==> config.mk <==
export PLATFORM = sky130hd
export DESIGN_NAME = fb_arbiter_top
export DESIGN_NICKNAME = d
export VERILOG_FILES = /design/src/fb_pkg.sv /design/src/bank_rotator.sv /design/src/cam_line_counter.sv /design/src/fb_arbiter_top.sv /design/src/rd_sequencer.sv /design/src/wr_sequencer.sv
export SDC_FILE = /design/constraint.sdc
export NUM_CORES = 1
export LEC_CHECK = 0
export CORE_UTILIZATION = 56
export DETAILED_ROUTE_END_ITERATION = 12
export DONT_BUFFER_PORTS = 1
export PLACE_DENSITY = 0.78
export SYNTH_ARGS = -nofsm -noshare
export SYNTH_HDL_FRONTEND = slang
export SYNTH_HIERARCHICAL = 1
export SYNTH_SLANG_ARGS = --single-unit
==> constraint.sdc <==
create_clock -name clk_133M -period 2.2 [get_ports clk_133M]
set_input_delay 0.11 -clock clk_133M [delete_from_list [all_inputs] [get_ports clk_133M]]
set_output_delay 0.11 -clock clk_133M [all_outputs]
set_load 0.05 [all_outputs]
==> src/fb_pkg.sv <==
`default_nettype none

package fb_pkg;

	// sdram word address: bank | row | column
	localparam int unsigned BANK_W = 2;
	localparam int unsigned ROW_W  = 13;
	localparam int unsigned COL_W  = 9;	// always 0, one request moves a full row burst
	localparam int unsigned ADDR_W = BANK_W + ROW_W + COL_W;	// 24

	localparam int unsigned FIFO_CNT_W = 11;	// fill level of both fifos
	localparam int unsigned LINE_CNT_W = 10;	// camera line counter, some headroom past 480

	// frame geometry and fifo watermarks
	localparam logic [ROW_W-1:0]      FRAME_ROWS      = ROW_W'(750);
	localparam logic [LINE_CNT_W-1:0] LINES_PER_FRAME = LINE_CNT_W'(480);
	localparam logic [FIFO_CNT_W-1:0] WR_FIFO_THRESH  = FIFO_CNT_W'(512);	// a burst is waiting
	localparam logic [FIFO_CNT_W-1:0] RD_FIFO_LIMIT   = FIFO_CNT_W'(1500);	// room for a row

	// bank assignment out of reset
	localparam logic [BANK_W-1:0] BANK_VGA_INIT   = BANK_W'(0);
	localparam logic [BANK_W-1:0] BANK_CAM_INIT   = BANK_W'(1);
	localparam logic [BANK_W-1:0] BANK_SPARE_INIT = BANK_W'(2);

	typedef struct packed {
		logic [BANK_W-1:0] bank;	// msbs
		logic [ROW_W-1:0]  row;
		logic [COL_W-1:0]  col;	// lsbs
	} fb_addr_fld_t;

	// same 24 bit word, seen flat by the controller or split into fields
	typedef union packed {
		logic [ADDR_W-1:0] flat;
		fb_addr_fld_t      fld;
	} fb_addr_u;

	typedef struct packed {
		logic     req;	// level, held until ack
		fb_addr_u addr;
	} sdram_req_t;

	typedef struct packed {
		logic [BANK_W-1:0] cam_bank;	// being written by the camera
		logic [BANK_W-1:0] vga_bank;	// being shown
		logic [BANK_W-1:0] spare_bank;	// last complete frame or free
		logic              swap_pending;	// spare holds a newer frame than vga
	} bank_map_t;

endpackage

`default_nettype wire

==> src/bank_rotator.sv <==
`timescale 1ns/1ps
`default_nettype none

module bank_rotator (
	input  logic              clk_133M,
	input  logic              rst_133,
	input  logic              wr_frame_end_i,	// camera finished a frame
	input  logic              rd_frame_end_i,	// display starts a frame
	output fb_pkg::bank_map_t bank_map_o
);

	import fb_pkg::*;

	bank_map_t bank_map;
	bank_map_t bank_map_nxt;
	logic      swap_wr;
	logic      swap_rd;

	assign swap_wr = wr_frame_end_i;
	// display only moves on when a newer full frame sits in spare
	// a write swap in the same cycle defers it to the next vga frame
	assign swap_rd = rd_frame_end_i & bank_map.swap_pending & ~wr_frame_end_i;

	always_comb begin
		bank_map_nxt = bank_map;
		if (swap_wr) begin
			bank_map_nxt.cam_bank     = bank_map.spare_bank;	// write into the free bank
			bank_map_nxt.spare_bank   = bank_map.cam_bank;	// finished frame parks here
			bank_map_nxt.swap_pending = 1'b1;
		end else if (swap_rd) begin
			bank_map_nxt.vga_bank     = bank_map.spare_bank;	// show the newest full frame
			bank_map_nxt.spare_bank   = bank_map.vga_bank;
			bank_map_nxt.swap_pending = 1'b0;
		end
	end

	always_ff @(posedge clk_133M or negedge rst_133) begin
		if (!rst_133) begin
			bank_map.cam_bank     <= BANK_CAM_INIT;
			bank_map.vga_bank     <= BANK_VGA_INIT;
			bank_map.spare_bank   <= BANK_SPARE_INIT;
			bank_map.swap_pending <= 1'b0;
		end else begin
			bank_map <= bank_map_nxt;
		end
	end

	assign bank_map_o = bank_map;	// new banks show up one cycle after the pulse

endmodule

`default_nettype wire

==> src/cam_line_counter.sv <==
`timescale 1ns/1ps
`default_nettype none

module cam_line_counter (
	input  logic clk_133M,
	input  logic rst_133,	// async, active low
	input  logic cam_href_i,	// from camera pclk domain
	input  logic cam_vsyn_i,	// from camera pclk domain
	output logic line_full_o
);

	import fb_pkg::*;

	logic href_s1, href_s2, href_d;	// 2ff sync then edge reg
	logic vsyn_s1, vsyn_s2, vsyn_d;
	logic href_rise;
	logic vsyn_fall;
	logic [LINE_CNT_W-1:0] line_cnt;

	always_ff @(posedge clk_133M or negedge rst_133) begin
		if (!rst_133) begin
			href_s1 <= 1'b0;
			href_s2 <= 1'b0;
			href_d  <= 1'b0;
			vsyn_s1 <= 1'b0;
			vsyn_s2 <= 1'b0;
			vsyn_d  <= 1'b0;
		end else begin
			href_s1 <= cam_href_i;
			href_s2 <= href_s1;
			href_d  <= href_s2;
			vsyn_s1 <= cam_vsyn_i;
			vsyn_s2 <= vsyn_s1;
			vsyn_d  <= vsyn_s2;
		end
	end

	assign href_rise = href_s2 & ~href_d;	// start of a camera line
	assign vsyn_fall = vsyn_d & ~vsyn_s2;	// frame restarts

	// lines in the current frame, vsync clear wins over a line start
	always_ff @(posedge clk_133M or negedge rst_133) begin
		if (!rst_133) begin
			line_cnt <= '0;
		end else if (vsyn_fall) begin
			line_cnt <= '0;
		end else if (href_rise) begin
			line_cnt <= line_cnt + LINE_CNT_W'(1);
		end
	end

	assign line_full_o = (line_cnt == LINES_PER_FRAME);	// held until the next vsync fall

endmodule

`default_nettype wire

==> src/fb_arbiter_top.sv <==
`timescale 1ns/1ps
`default_nettype none

module fb_arbiter_top (
	input  logic                          clk_133M,
	input  logic                          rst_133,	// async, active low
	input  logic                          cam_href_i,	// async
	input  logic                          cam_vsyn_i,	// async
	input  logic                          vga_vsyn_i,	// async
	input  logic                          wr_ack_i,
	input  logic                          rd_ack_i,
	input  logic [fb_pkg::FIFO_CNT_W-1:0] wr_fifo_used_i,
	input  logic [fb_pkg::FIFO_CNT_W-1:0] rd_fifo_used_i,
	output fb_pkg::sdram_req_t            wr_o,
	output fb_pkg::sdram_req_t            rd_o,
	output logic                          clear_wrfifo_o,
	output logic                          clear_rdfifo_o
);

	import fb_pkg::*;

	logic      line_full;
	logic      wr_frame_end;
	logic      rd_frame_end;
	bank_map_t bank_map;

	cam_line_counter u_cam_line_counter (
		.clk_133M    (clk_133M),
		.rst_133     (rst_133),
		.cam_href_i  (cam_href_i),
		.cam_vsyn_i  (cam_vsyn_i),
		.line_full_o (line_full)
	);

	bank_rotator u_bank_rotator (
		.clk_133M       (clk_133M),
		.rst_133        (rst_133),
		.wr_frame_end_i (wr_frame_end),
		.rd_frame_end_i (rd_frame_end),
		.bank_map_o     (bank_map)
	);

	wr_sequencer u_wr_sequencer (
		.clk_133M       (clk_133M),
		.rst_133        (rst_133),
		.line_full_i    (line_full),
		.wr_ack_i       (wr_ack_i),
		.wr_fifo_used_i (wr_fifo_used_i),
		.cam_bank_i     (bank_map.cam_bank),	// camera side bank
		.wr_o           (wr_o),
		.wr_frame_end_o (wr_frame_end)
	);

	rd_sequencer u_rd_sequencer (
		.clk_133M       (clk_133M),
		.rst_133        (rst_133),
		.vga_vsyn_i     (vga_vsyn_i),
		.rd_ack_i       (rd_ack_i),
		.rd_fifo_used_i (rd_fifo_used_i),
		.vga_bank_i     (bank_map.vga_bank),	// display side bank
		.rd_o           (rd_o),
		.rd_frame_end_o (rd_frame_end)
	);

	// frame boundaries flush the fifos
	assign clear_wrfifo_o = wr_frame_end;
	assign clear_rdfifo_o = rd_frame_end;

endmodule

`default_nettype wire

==> src/rd_sequencer.sv <==
`timescale 1ns/1ps
`default_nettype none

module rd_sequencer (
	input  logic                          clk_133M,
	input  logic                          rst_133,
	input  logic                          vga_vsyn_i,	// from vga pixel clock domain
	input  logic                          rd_ack_i,	// one cycle pulse from controller
	input  logic [fb_pkg::FIFO_CNT_W-1:0] rd_fifo_used_i,
	input  logic [fb_pkg::BANK_W-1:0]     vga_bank_i,
	output fb_pkg::sdram_req_t            rd_o,
	output logic                          rd_frame_end_o
);

	import fb_pkg::*;

	logic             vsyn_s1, vsyn_s2;	// 2ff sync
	logic             vsyn_d;	// edge reg
	logic             frame_start;
	logic             fifo_room;
	logic             rd_req;
	logic [ROW_W-1:0] rd_row;	// next row to fetch
	fb_addr_u         rd_addr;

	always_ff @(posedge clk_133M or negedge rst_133) begin
		if (!rst_133) begin
			vsyn_s1 <= 1'b0;
			vsyn_s2 <= 1'b0;
			vsyn_d  <= 1'b0;
		end else begin
			vsyn_s1 <= vga_vsyn_i;
			vsyn_s2 <= vsyn_s1;
			vsyn_d  <= vsyn_s2;
		end
	end

	assign frame_start = vsyn_s2 & ~vsyn_d;	// vsync rise
	assign fifo_room   = (rd_fifo_used_i <= RD_FIFO_LIMIT);	// space for one more row

	always_ff @(posedge clk_133M or negedge rst_133) begin
		if (!rst_133) begin
			rd_req <= 1'b0;
			rd_row <= '0;
		end else if (frame_start) begin
			rd_req <= 1'b0;	// drop whatever was open
			rd_row <= '0;
		end else if (!rd_req) begin
			if (fifo_room)
				rd_req <= 1'b1;
		end else if (rd_ack_i) begin
			rd_req <= 1'b0;
			rd_row <= rd_row + ROW_W'(1);
		end
	end

	always_comb begin
		rd_addr.fld.bank = vga_bank_i;	// follows the displayed bank
		rd_addr.fld.row  = rd_row;
		rd_addr.fld.col  = '0;
	end

	assign rd_o           = '{req: rd_req, addr: rd_addr};
	assign rd_frame_end_o = frame_start;	// also flushes the read fifo

endmodule

`default_nettype wire

==> src/wr_sequencer.sv <==
`timescale 1ns/1ps
`default_nettype none

module wr_sequencer (
	input  logic                          clk_133M,
	input  logic                          rst_133,
	input  logic                          line_full_i,	// camera sent all lines
	input  logic                          wr_ack_i,	// one cycle pulse from controller
	input  logic [fb_pkg::FIFO_CNT_W-1:0] wr_fifo_used_i,
	input  logic [fb_pkg::BANK_W-1:0]     cam_bank_i,
	output fb_pkg::sdram_req_t            wr_o,
	output logic                          wr_frame_end_o
);

	import fb_pkg::*;

	logic             wr_req;
	logic [ROW_W-1:0] wr_row;	// next row to write
	logic             fifo_ready;
	logic             frame_end;
	fb_addr_u         wr_addr;

	assign fifo_ready = (wr_fifo_used_i >= WR_FIFO_THRESH);	// a full burst waits
	assign frame_end  = line_full_i & (wr_row >= FRAME_ROWS);

	always_ff @(posedge clk_133M or negedge rst_133) begin
		if (!rst_133) begin
			wr_req <= 1'b0;
			wr_row <= '0;
		end else if (frame_end) begin
			// frame done, abort any open request
			wr_req <= 1'b0;
			wr_row <= '0;
		end else if (!wr_req) begin
			if (fifo_ready)
				wr_req <= 1'b1;
		end else if (wr_ack_i) begin
			wr_req <= 1'b0;	// low at least one cycle
			wr_row <= wr_row + ROW_W'(1);
		end
	end

	// bank comes live from the rotator
	always_comb begin
		wr_addr.fld.bank = cam_bank_i;
		wr_addr.fld.row  = wr_row;
		wr_addr.fld.col  = '0;	// whole row burst
	end

	assign wr_o = '{req: wr_req, addr: wr_addr};

	// single cycle, row is zero right after
	assign wr_frame_end_o = frame_end;

endmodule

`default_nettype wire
==> flow_summary_export.csv, run 1 <==
group,metric,value,unit
clock_tree,cts_root_buffer,"clkbuf_8",
synth,ys_ff_latch,54,
clock_tree,htreeDepth,2,
critical_path,path_depth,8,
route,wire_per_inst,14.4,um
place,port_buffers,0,
floorplan,die_area,5310,um^2
sta,grt_setup_unrepaired,"true",
final_layout,syn2layout_area_growth,15.1,%
min_path,hp-class,"input port to flop",
synth,synthAdderAreaFrac,2.22,%
synth,synth_area,2810,um^2
critical_path,end_kind,"primary output",
critical_path,reg2reg_depth,10,
critical_path,cp-startpoint,"u_cam_line_counter/line_cnt[1]$_DFFE_PN0P_",
grt,antenna_found_initial,0,
grt,grt_pass1_wl,8.72,mm
critical_path,crit_arrival,2.03,ns
route,drt_iter0_drc,85,
synth,yosys.area_share.simple,21.2,%
grt,grt_start_max_net_pins,55,
final_layout,design_area,3240,um^2
route,via_count,2071,
synth,avgSynthCellArea,10.5,um^2
final_layout,final_cells,372,
route,final_antenna_net_count,0,
synth,synth-seq-area-share,48.1,%
clock_tree,clock_latency,0.31,ns
floorplan,initial_core_util,58.8,%
pwr,p_total,2.57,mW
route,viasPerCell,5.57,
critical_path,crit_chain,"inv_1 -> ha_1 -> or4b_4 -> nor3_4 -> o41ai_1 -> a21oi_2 -> buf_6 -> buf_12",
critical_path,critPathMaxFanout,7,
sta,hold_slack,0.0409,ns
clock_tree,cts.path.max_buffers,2,
synth,synth_compound_gate_area_share,10.7,%
critical_path,start_kind,"flop",
final_layout,multi_input_area,1260,um^2
place,gp_congestion,0.740,
final_layout,diodes,0,
route,wl,5.36,mm
status,status,"finished clean",
floorplan,io_pins,81,
critical_path,path_buf_inv,3,
grt,grt_pass1_vias,1944,
synth,synth_xor_area_share,4.67,%
sta,hold_violations,0,
final_layout,seq_area,1350,um^2
critical_path,r2r_start,"u_cam_line_counter/line_cnt[1]$_DFFE_PN0P_",
final_layout,final_common_cell,"dfrtp_1",
pwr,power.density,794,nW/um^2
critical_path,crit_family,"simple AND/OR/NAND/NOR gates",
place,hpwl,3.68,mm
sta,fin_tns_setup,0,ns
final_layout,final_nets,338,
grt,globalRouteOverflowTotal,0,
critical_path,crit_slowest_cell,"or4b_4",
final_layout,fill_cells,358,
route,dr.pass1.iters,4,
route,remaining_drc_errors,0,
place,place_inst,352,
critical_path,reg2reg_slack,0.08,ns
critical_path,critPathRequiredTime,2.09,ns
critical_path,path_class,"flop to primary output",
place,placed_area,2970,um^2
critical_path,crit_path_end,"clear_wrfifo_o",
clock_tree,clkTransAtPathRegs,0.09,ns
critical_path,worst_path_largest_cell_delay,0.47,ns
pwr,vdd_ir_drop_max,0.823,mV
job,maxCapViolCount,0,
grt,grt_usage,21.5,%
floorplan,fp.dieH,72.9,um
synth,yosys_warnings,6,
final_layout,post_route_cells_drive_above_1_share,20.0,%
synth,yosys-mux-area-fraction,3.29,%
floorplan,core_area,4790,um^2
synth,ys_types,51,
sta,finClkSkew,0.00968,ns
sta,setup_viol,0,
sta,relSlewSlack,53.0,%
sta,fin_crit_sh,97.3,%
clock_tree,cts_tree,"yes",
sta,fmax,467,MHz
clock_tree,numCtsBuffers,5,
sta,slew_violations,0,
synth,synth_top_family_by_area,"simple AND/OR/NAND/NOR gates",
pwr,leakagePower,1.48,nW
synth,netlist_instances,267,
floorplan,rows,25,
sta,worst_pin_slew,0.704,ns
clock_tree,clock_sinks,54,
floorplan,die_w,72.9,um
final_layout,layout_common_cells,"dfrtp_1 (52), buf_4 (31), nor2_1 (23)",
sta,period_needed,2.14,ns
critical_path,r2r_end,"u_bank_rotator/bank_map_o[1]$_DFFE_PN0P_",
[flip-flops by register name (all words and copies together) (netlist names), 7 cells and up]
| name | count |
|---|---|
| u_cam_line_counter/line_cnt | 10 |
| u_bank_rotator/bank_map_o | 7 |
| u_wr_sequencer/wr_row | 13 |
| u_rd_sequencer/rd_row | 13 |
[layer usage]
metal	global-route usage (%)	routed length [um]
met5	0	0
met4	6.10	59
met3	6.49	321
met2	38.2	2790
met1	25.2	2190
[stage by stage]
stage	util, %	setup WS, ns
CTS	67.4	0.00557
finish	67.7	0.0600
global route	67.7	-0.0920
global placement	62.1	0.101
floorplan	-	-0.240
detailed placement	62.1	0.0594
[cell type report]
cell class	instances	area share, %
Inverter	13	1.51
Clock buffer	7	2.36
Sequential cell	54	41.8
Timing Repair Buffer	43	12.5
Multi-Input combinational cell	187	39.0
Tap cell	67	2.59
Clock inverter	1	0.232
[logic make-up (layout without fill, tap and decap cells)]
group           after synthesis  after routing
simple gates                 95             95
flops                        54             54
compound gates               46             46
buf+inv                      42             64
xor+xnor                     15             15
mux                           8              8
fa+ha+maj                     5              5
other cells                   2             18
[power breakdown]
group | internal, mW | leakage [nW] | switching [mW]
clock network | 0.226 | 0.0385 | 0.308
logic | 0.259 | 0.746 | 0.617
registers | 1.09 | 0.700 | 0.0755
[synth_stat cells (all sizes together)]
cell type  count  area [um^2]
dfrtp         52         1300
buf           27          214
nor2          23         86.3
a21oi         18         93.8
nand2         15         56.3
inv           13         48.8
xnor2         13          114
nand3         12         90.1
o31ai          9         67.6
or4            8         60.1
nor4           7         71.3
o21ai          6         30.0
or3            6         37.5
ha             5         62.6
nand2b         5         31.3
mux2           4         52.6
mux2i          4         40.0
nand4          4         31.3
nor3           4         20.0
a21boi         2         15.0
and3           2         12.5
clkbuf         2         7.51
conb           2         7.51
dfstp          2         52.6
nand3b         2         31.3
nor2b          2         12.5
o31a           2         17.5
or2b           2         15.0
xor2           2         17.5
a2111oi        1         8.76
a21o           1         8.76
a311oi         1         8.76
a31o           1         8.76
a31oi          1         6.26
and2           1         6.26
nand4b         1         23.8
o2111ai        1         8.76
o211a          1         10.0
o21bai         1         7.51
o41ai          1         8.76
or4b           1         10.0
[worst min-delay path by stage]
stage / startpoint / to / cells past startpoint
CTS: rd_fifo_used_i[10] / u_rd_sequencer/rd_req$_DFF_PN0_ / 3
global route: rd_fifo_used_i[10] / u_rd_sequencer/rd_req$_DFF_PN0_ / 3
detailed placement: rst_133 / u_rd_sequencer/rd_row[11]$_DFFE_PN0P_ / 0
floorplan: rst_133 / u_bank_rotator/bank_map_o[0]$_DFFE_PN0P_ / 0
global placement: rst_133 / u_rd_sequencer/rd_row[11]$_DFFE_PN0P_ / 0
finish: rd_fifo_used_i[10] / u_rd_sequencer/rd_req$_DFF_PN0_ / 3
[worst min-delay path, cell delays in order]
cell	delay (ns)
inv_1	0.03
a2111oi_0	0.06
nor2_1	0.11
[timing repair]
item                                    CTS  global route
cloned                                    1             0
buffers inserted                          2             0
endpoints found under the setup margin    1            14
gates resized for setup                   3             3
hold buffers                              9             0
hold endpoints to repair                 60             0
Note: power is estimated with default switching activity, not from simulation.
==> inputs of run 2 (changes only) <==
Settings changed: BUFFER_PORTS_ARGS set to -buffer_cell sky130_fd_sc_hd__buf_2, CORE_UTILIZATION 56 to 47, DONT_BUFFER_PORTS 1 to unset, PLACE_DENSITY 0.78 to 0.8.
==> run 2 against run 1 <==
Sequential power increased by 4%. Non-clock buffer count increased by 26. Critical path type is now flop to flop. Count of clock-buffer cells in the layout is the same. Clock power is 21% higher. Maximum frequency rose by 0.18%. Setup slack better by 0.0039 ns. Sequential share of layout area decreased by 0.57 points.
==> flow_summary_export.csv, run 2 (synthesized netlist as in run 1, its figures left out) <==
group,metric,value,unit
sta,finClkSkew,0.00846,ns
sta,slew_violations,0,
final_layout,fill_cells,481,
pwr,leakagePower,1.59,nW
pwr,power.density,801,nW/um^2
sta,fin_tns_setup,0,ns
route,viasPerCell,5.28,
job,maxCapViolCount,0,
clock_tree,htreeDepth,2,
route,remaining_drc_errors,0,
clock_tree,cts_tree,"yes",
clock_tree,cts.path.max_buffers,2,
grt,globalRouteOverflowTotal,0,
route,drt_iter0_drc,75,
clock_tree,numCtsBuffers,5,
place,hpwl,3.65,mm
critical_path,critPathRequiredTime,2.40,ns
grt,antenna_found_initial,0,
critical_path,crit_arrival,2.33,ns
place,place_inst,384,
floorplan,rows,27,
floorplan,initial_core_util,49.9,%
final_layout,diodes,0,
final_layout,layout_common_cells,"buf_2 (52), dfrtp_1 (52), nor2_1 (23)",
clock_tree,cts_root_buffer,"clkbuf_8",
sta,grt_setup_unrepaired,"true",
critical_path,path_class,"flop to flop",
sta,setup_viol,0,
sta,fin_crit_sh,97.1,%
pwr,vdd_ir_drop_max,0.545,mV
final_layout,final_nets,364,
sta,relSlewSlack,52.5,%
floorplan,core_area,5640,um^2
critical_path,critPathMaxFanout,2,
pwr,p_total,2.63,mW
grt,grt_pass1_wl,9.04,mm
final_layout,design_area,3280,um^2
status,status,"finished clean",
grt,grt_pass1_vias,2057,
floorplan,fp.dieH,79.4,um
place,port_buffers,53,
final_layout,utilization,58.2,%
sta,fin_ws,0.0640,ns
sta,worst_pin_slew,0.711,ns
critical_path,crit_slowest_cell,"or4b_4",
route,final_antenna_net_count,0,
final_layout,syn2layout_area_growth,16.7,%
sta,hold_violations,0,
route,dr.pass1.iters,4,
place,gp_congestion,0.725,
clock_tree,clkTransAtPathRegs,0.09,ns
critical_path,worst_path_largest_cell_delay,0.46,ns
sta,hold_slack,0.0465,ns
route,via_count,2129,
sta,period_needed,2.14,ns
critical_path,start_kind,"flop",
sta,fmax,468,MHz
final_layout,post_route_cells_drive_above_1_share,27.8,%
min_path,hp-class,"input port to flop",
clock_tree,clock_sinks,54,
grt,grt_start_max_net_pins,55,
critical_path,crit_chain,"inv_1 -> ha_1 -> or4b_4 -> nor3_4 -> o41ai_2 -> a21oi_2 -> buf_4 -> nand3b_4 -> mux2_4",
floorplan,die_w,79.4,um
critical_path,end_kind,"flop",
place,dp_slack,0.109,ns
place,placed_area,3050,um^2
grt,grt_usage,18.3,%
final_layout,largestRegisters,"u_rd_sequencer/rd_row (13), u_wr_sequencer/wr_row (13), u_cam_line_counter/line_cnt (10)",
floorplan,die_area,6300,um^2
clock_tree,clock_latency,0.30,ns
floorplan,io_pins,81,
route,wire_per_inst,13.4,um
final_layout,final_cells,403,
route,wl,5.42,mm
-- run 2: routing by layer --
layer	vias to the layer above	wire, um	track usage [%]
li1	1022	-	-
met1	1027	2380	22.7
met2	74	2700	31.5
met3	6	297	4.69
met4	0	37	4.91
met5	-	0	0
-- run 2: area by class of cell --
class                   instances  area, um^2  share of cell area [%]
flip-flops and latches         54        1350                    41.2
multi-input cells             187        1270                    38.7
repair buffers                 69         413                    12.6
well taps                      72        90.1                    2.74
clock buffers                   7        76.3                    2.32
inverters                      13        48.8                    1.49
clock inverters                 1        30.0                   0.914
-- run 2: path summary, 6_finish.rpt --
kind	cells past startpoint	startpoint	end	slack (ns)
hold reg to reg	0	u_cam_line_counter/href_s1$_DFF_PN0_	u_cam_line_counter/href_s2$_DFF_PN0_	0.35
min in group asynchronous	3	rst_133	u_rd_sequencer/rd_row[11]$_DFFE_PN0P_	0.46
max in group asynchronous	3	rst_133	u_cam_line_counter/line_cnt[5]$_DFFE_PN0P_	1.30
setup / recovery	9	u_cam_line_counter/line_cnt[0]$_DFFE_PN0P_	u_bank_rotator/bank_map_o[3]$_DFFE_PN0P_	0.06
hold / removal	3	wr_fifo_used_i[9]	u_wr_sequencer/wr_req$_DFF_PN0_	0.05
setup reg to reg	9	u_cam_line_counter/line_cnt[0]$_DFFE_PN0P_	u_bank_rotator/bank_map_o[3]$_DFFE_PN0P_	0.06
-- run 2: power by group --
| part | switching [mW] | internal, mW | total (mW) |
|---|---|---|---|
| Sequential | 0.123 | 1.09 | 1.21 |
| Clock | 0.303 | 0.341 | 0.644 |
| Combinational | 0.562 | 0.215 | 0.778 |
| Total | 0.989 | 1.64 | 2.63 |
-- run 2: worst max-delay path, delay by kind of cell (launching register included) --
family,cells,cell delay (ns)
multiplexers,1,0.30
AND/OR/NAND/NOR,3,0.77
flip-flops,1,0.38
buffers and inverters,2,0.19
AO/OA/AOI/OAI,2,0.26
adder cells (fa/ha/maj),1,0.13
-- run 2: what timing repair did --
| item | in CTS | in global routing |
|---|---|---|
| resized for setup | 7 | 1 |
| hold endpoints to repair | 55 | 0 |
| pin swaps | 1 | 1 |
| hold buffers | 4 | 0 |
| setup buffers | 3 | 4 |
| endpoints found under the setup margin | 1 | 19 |
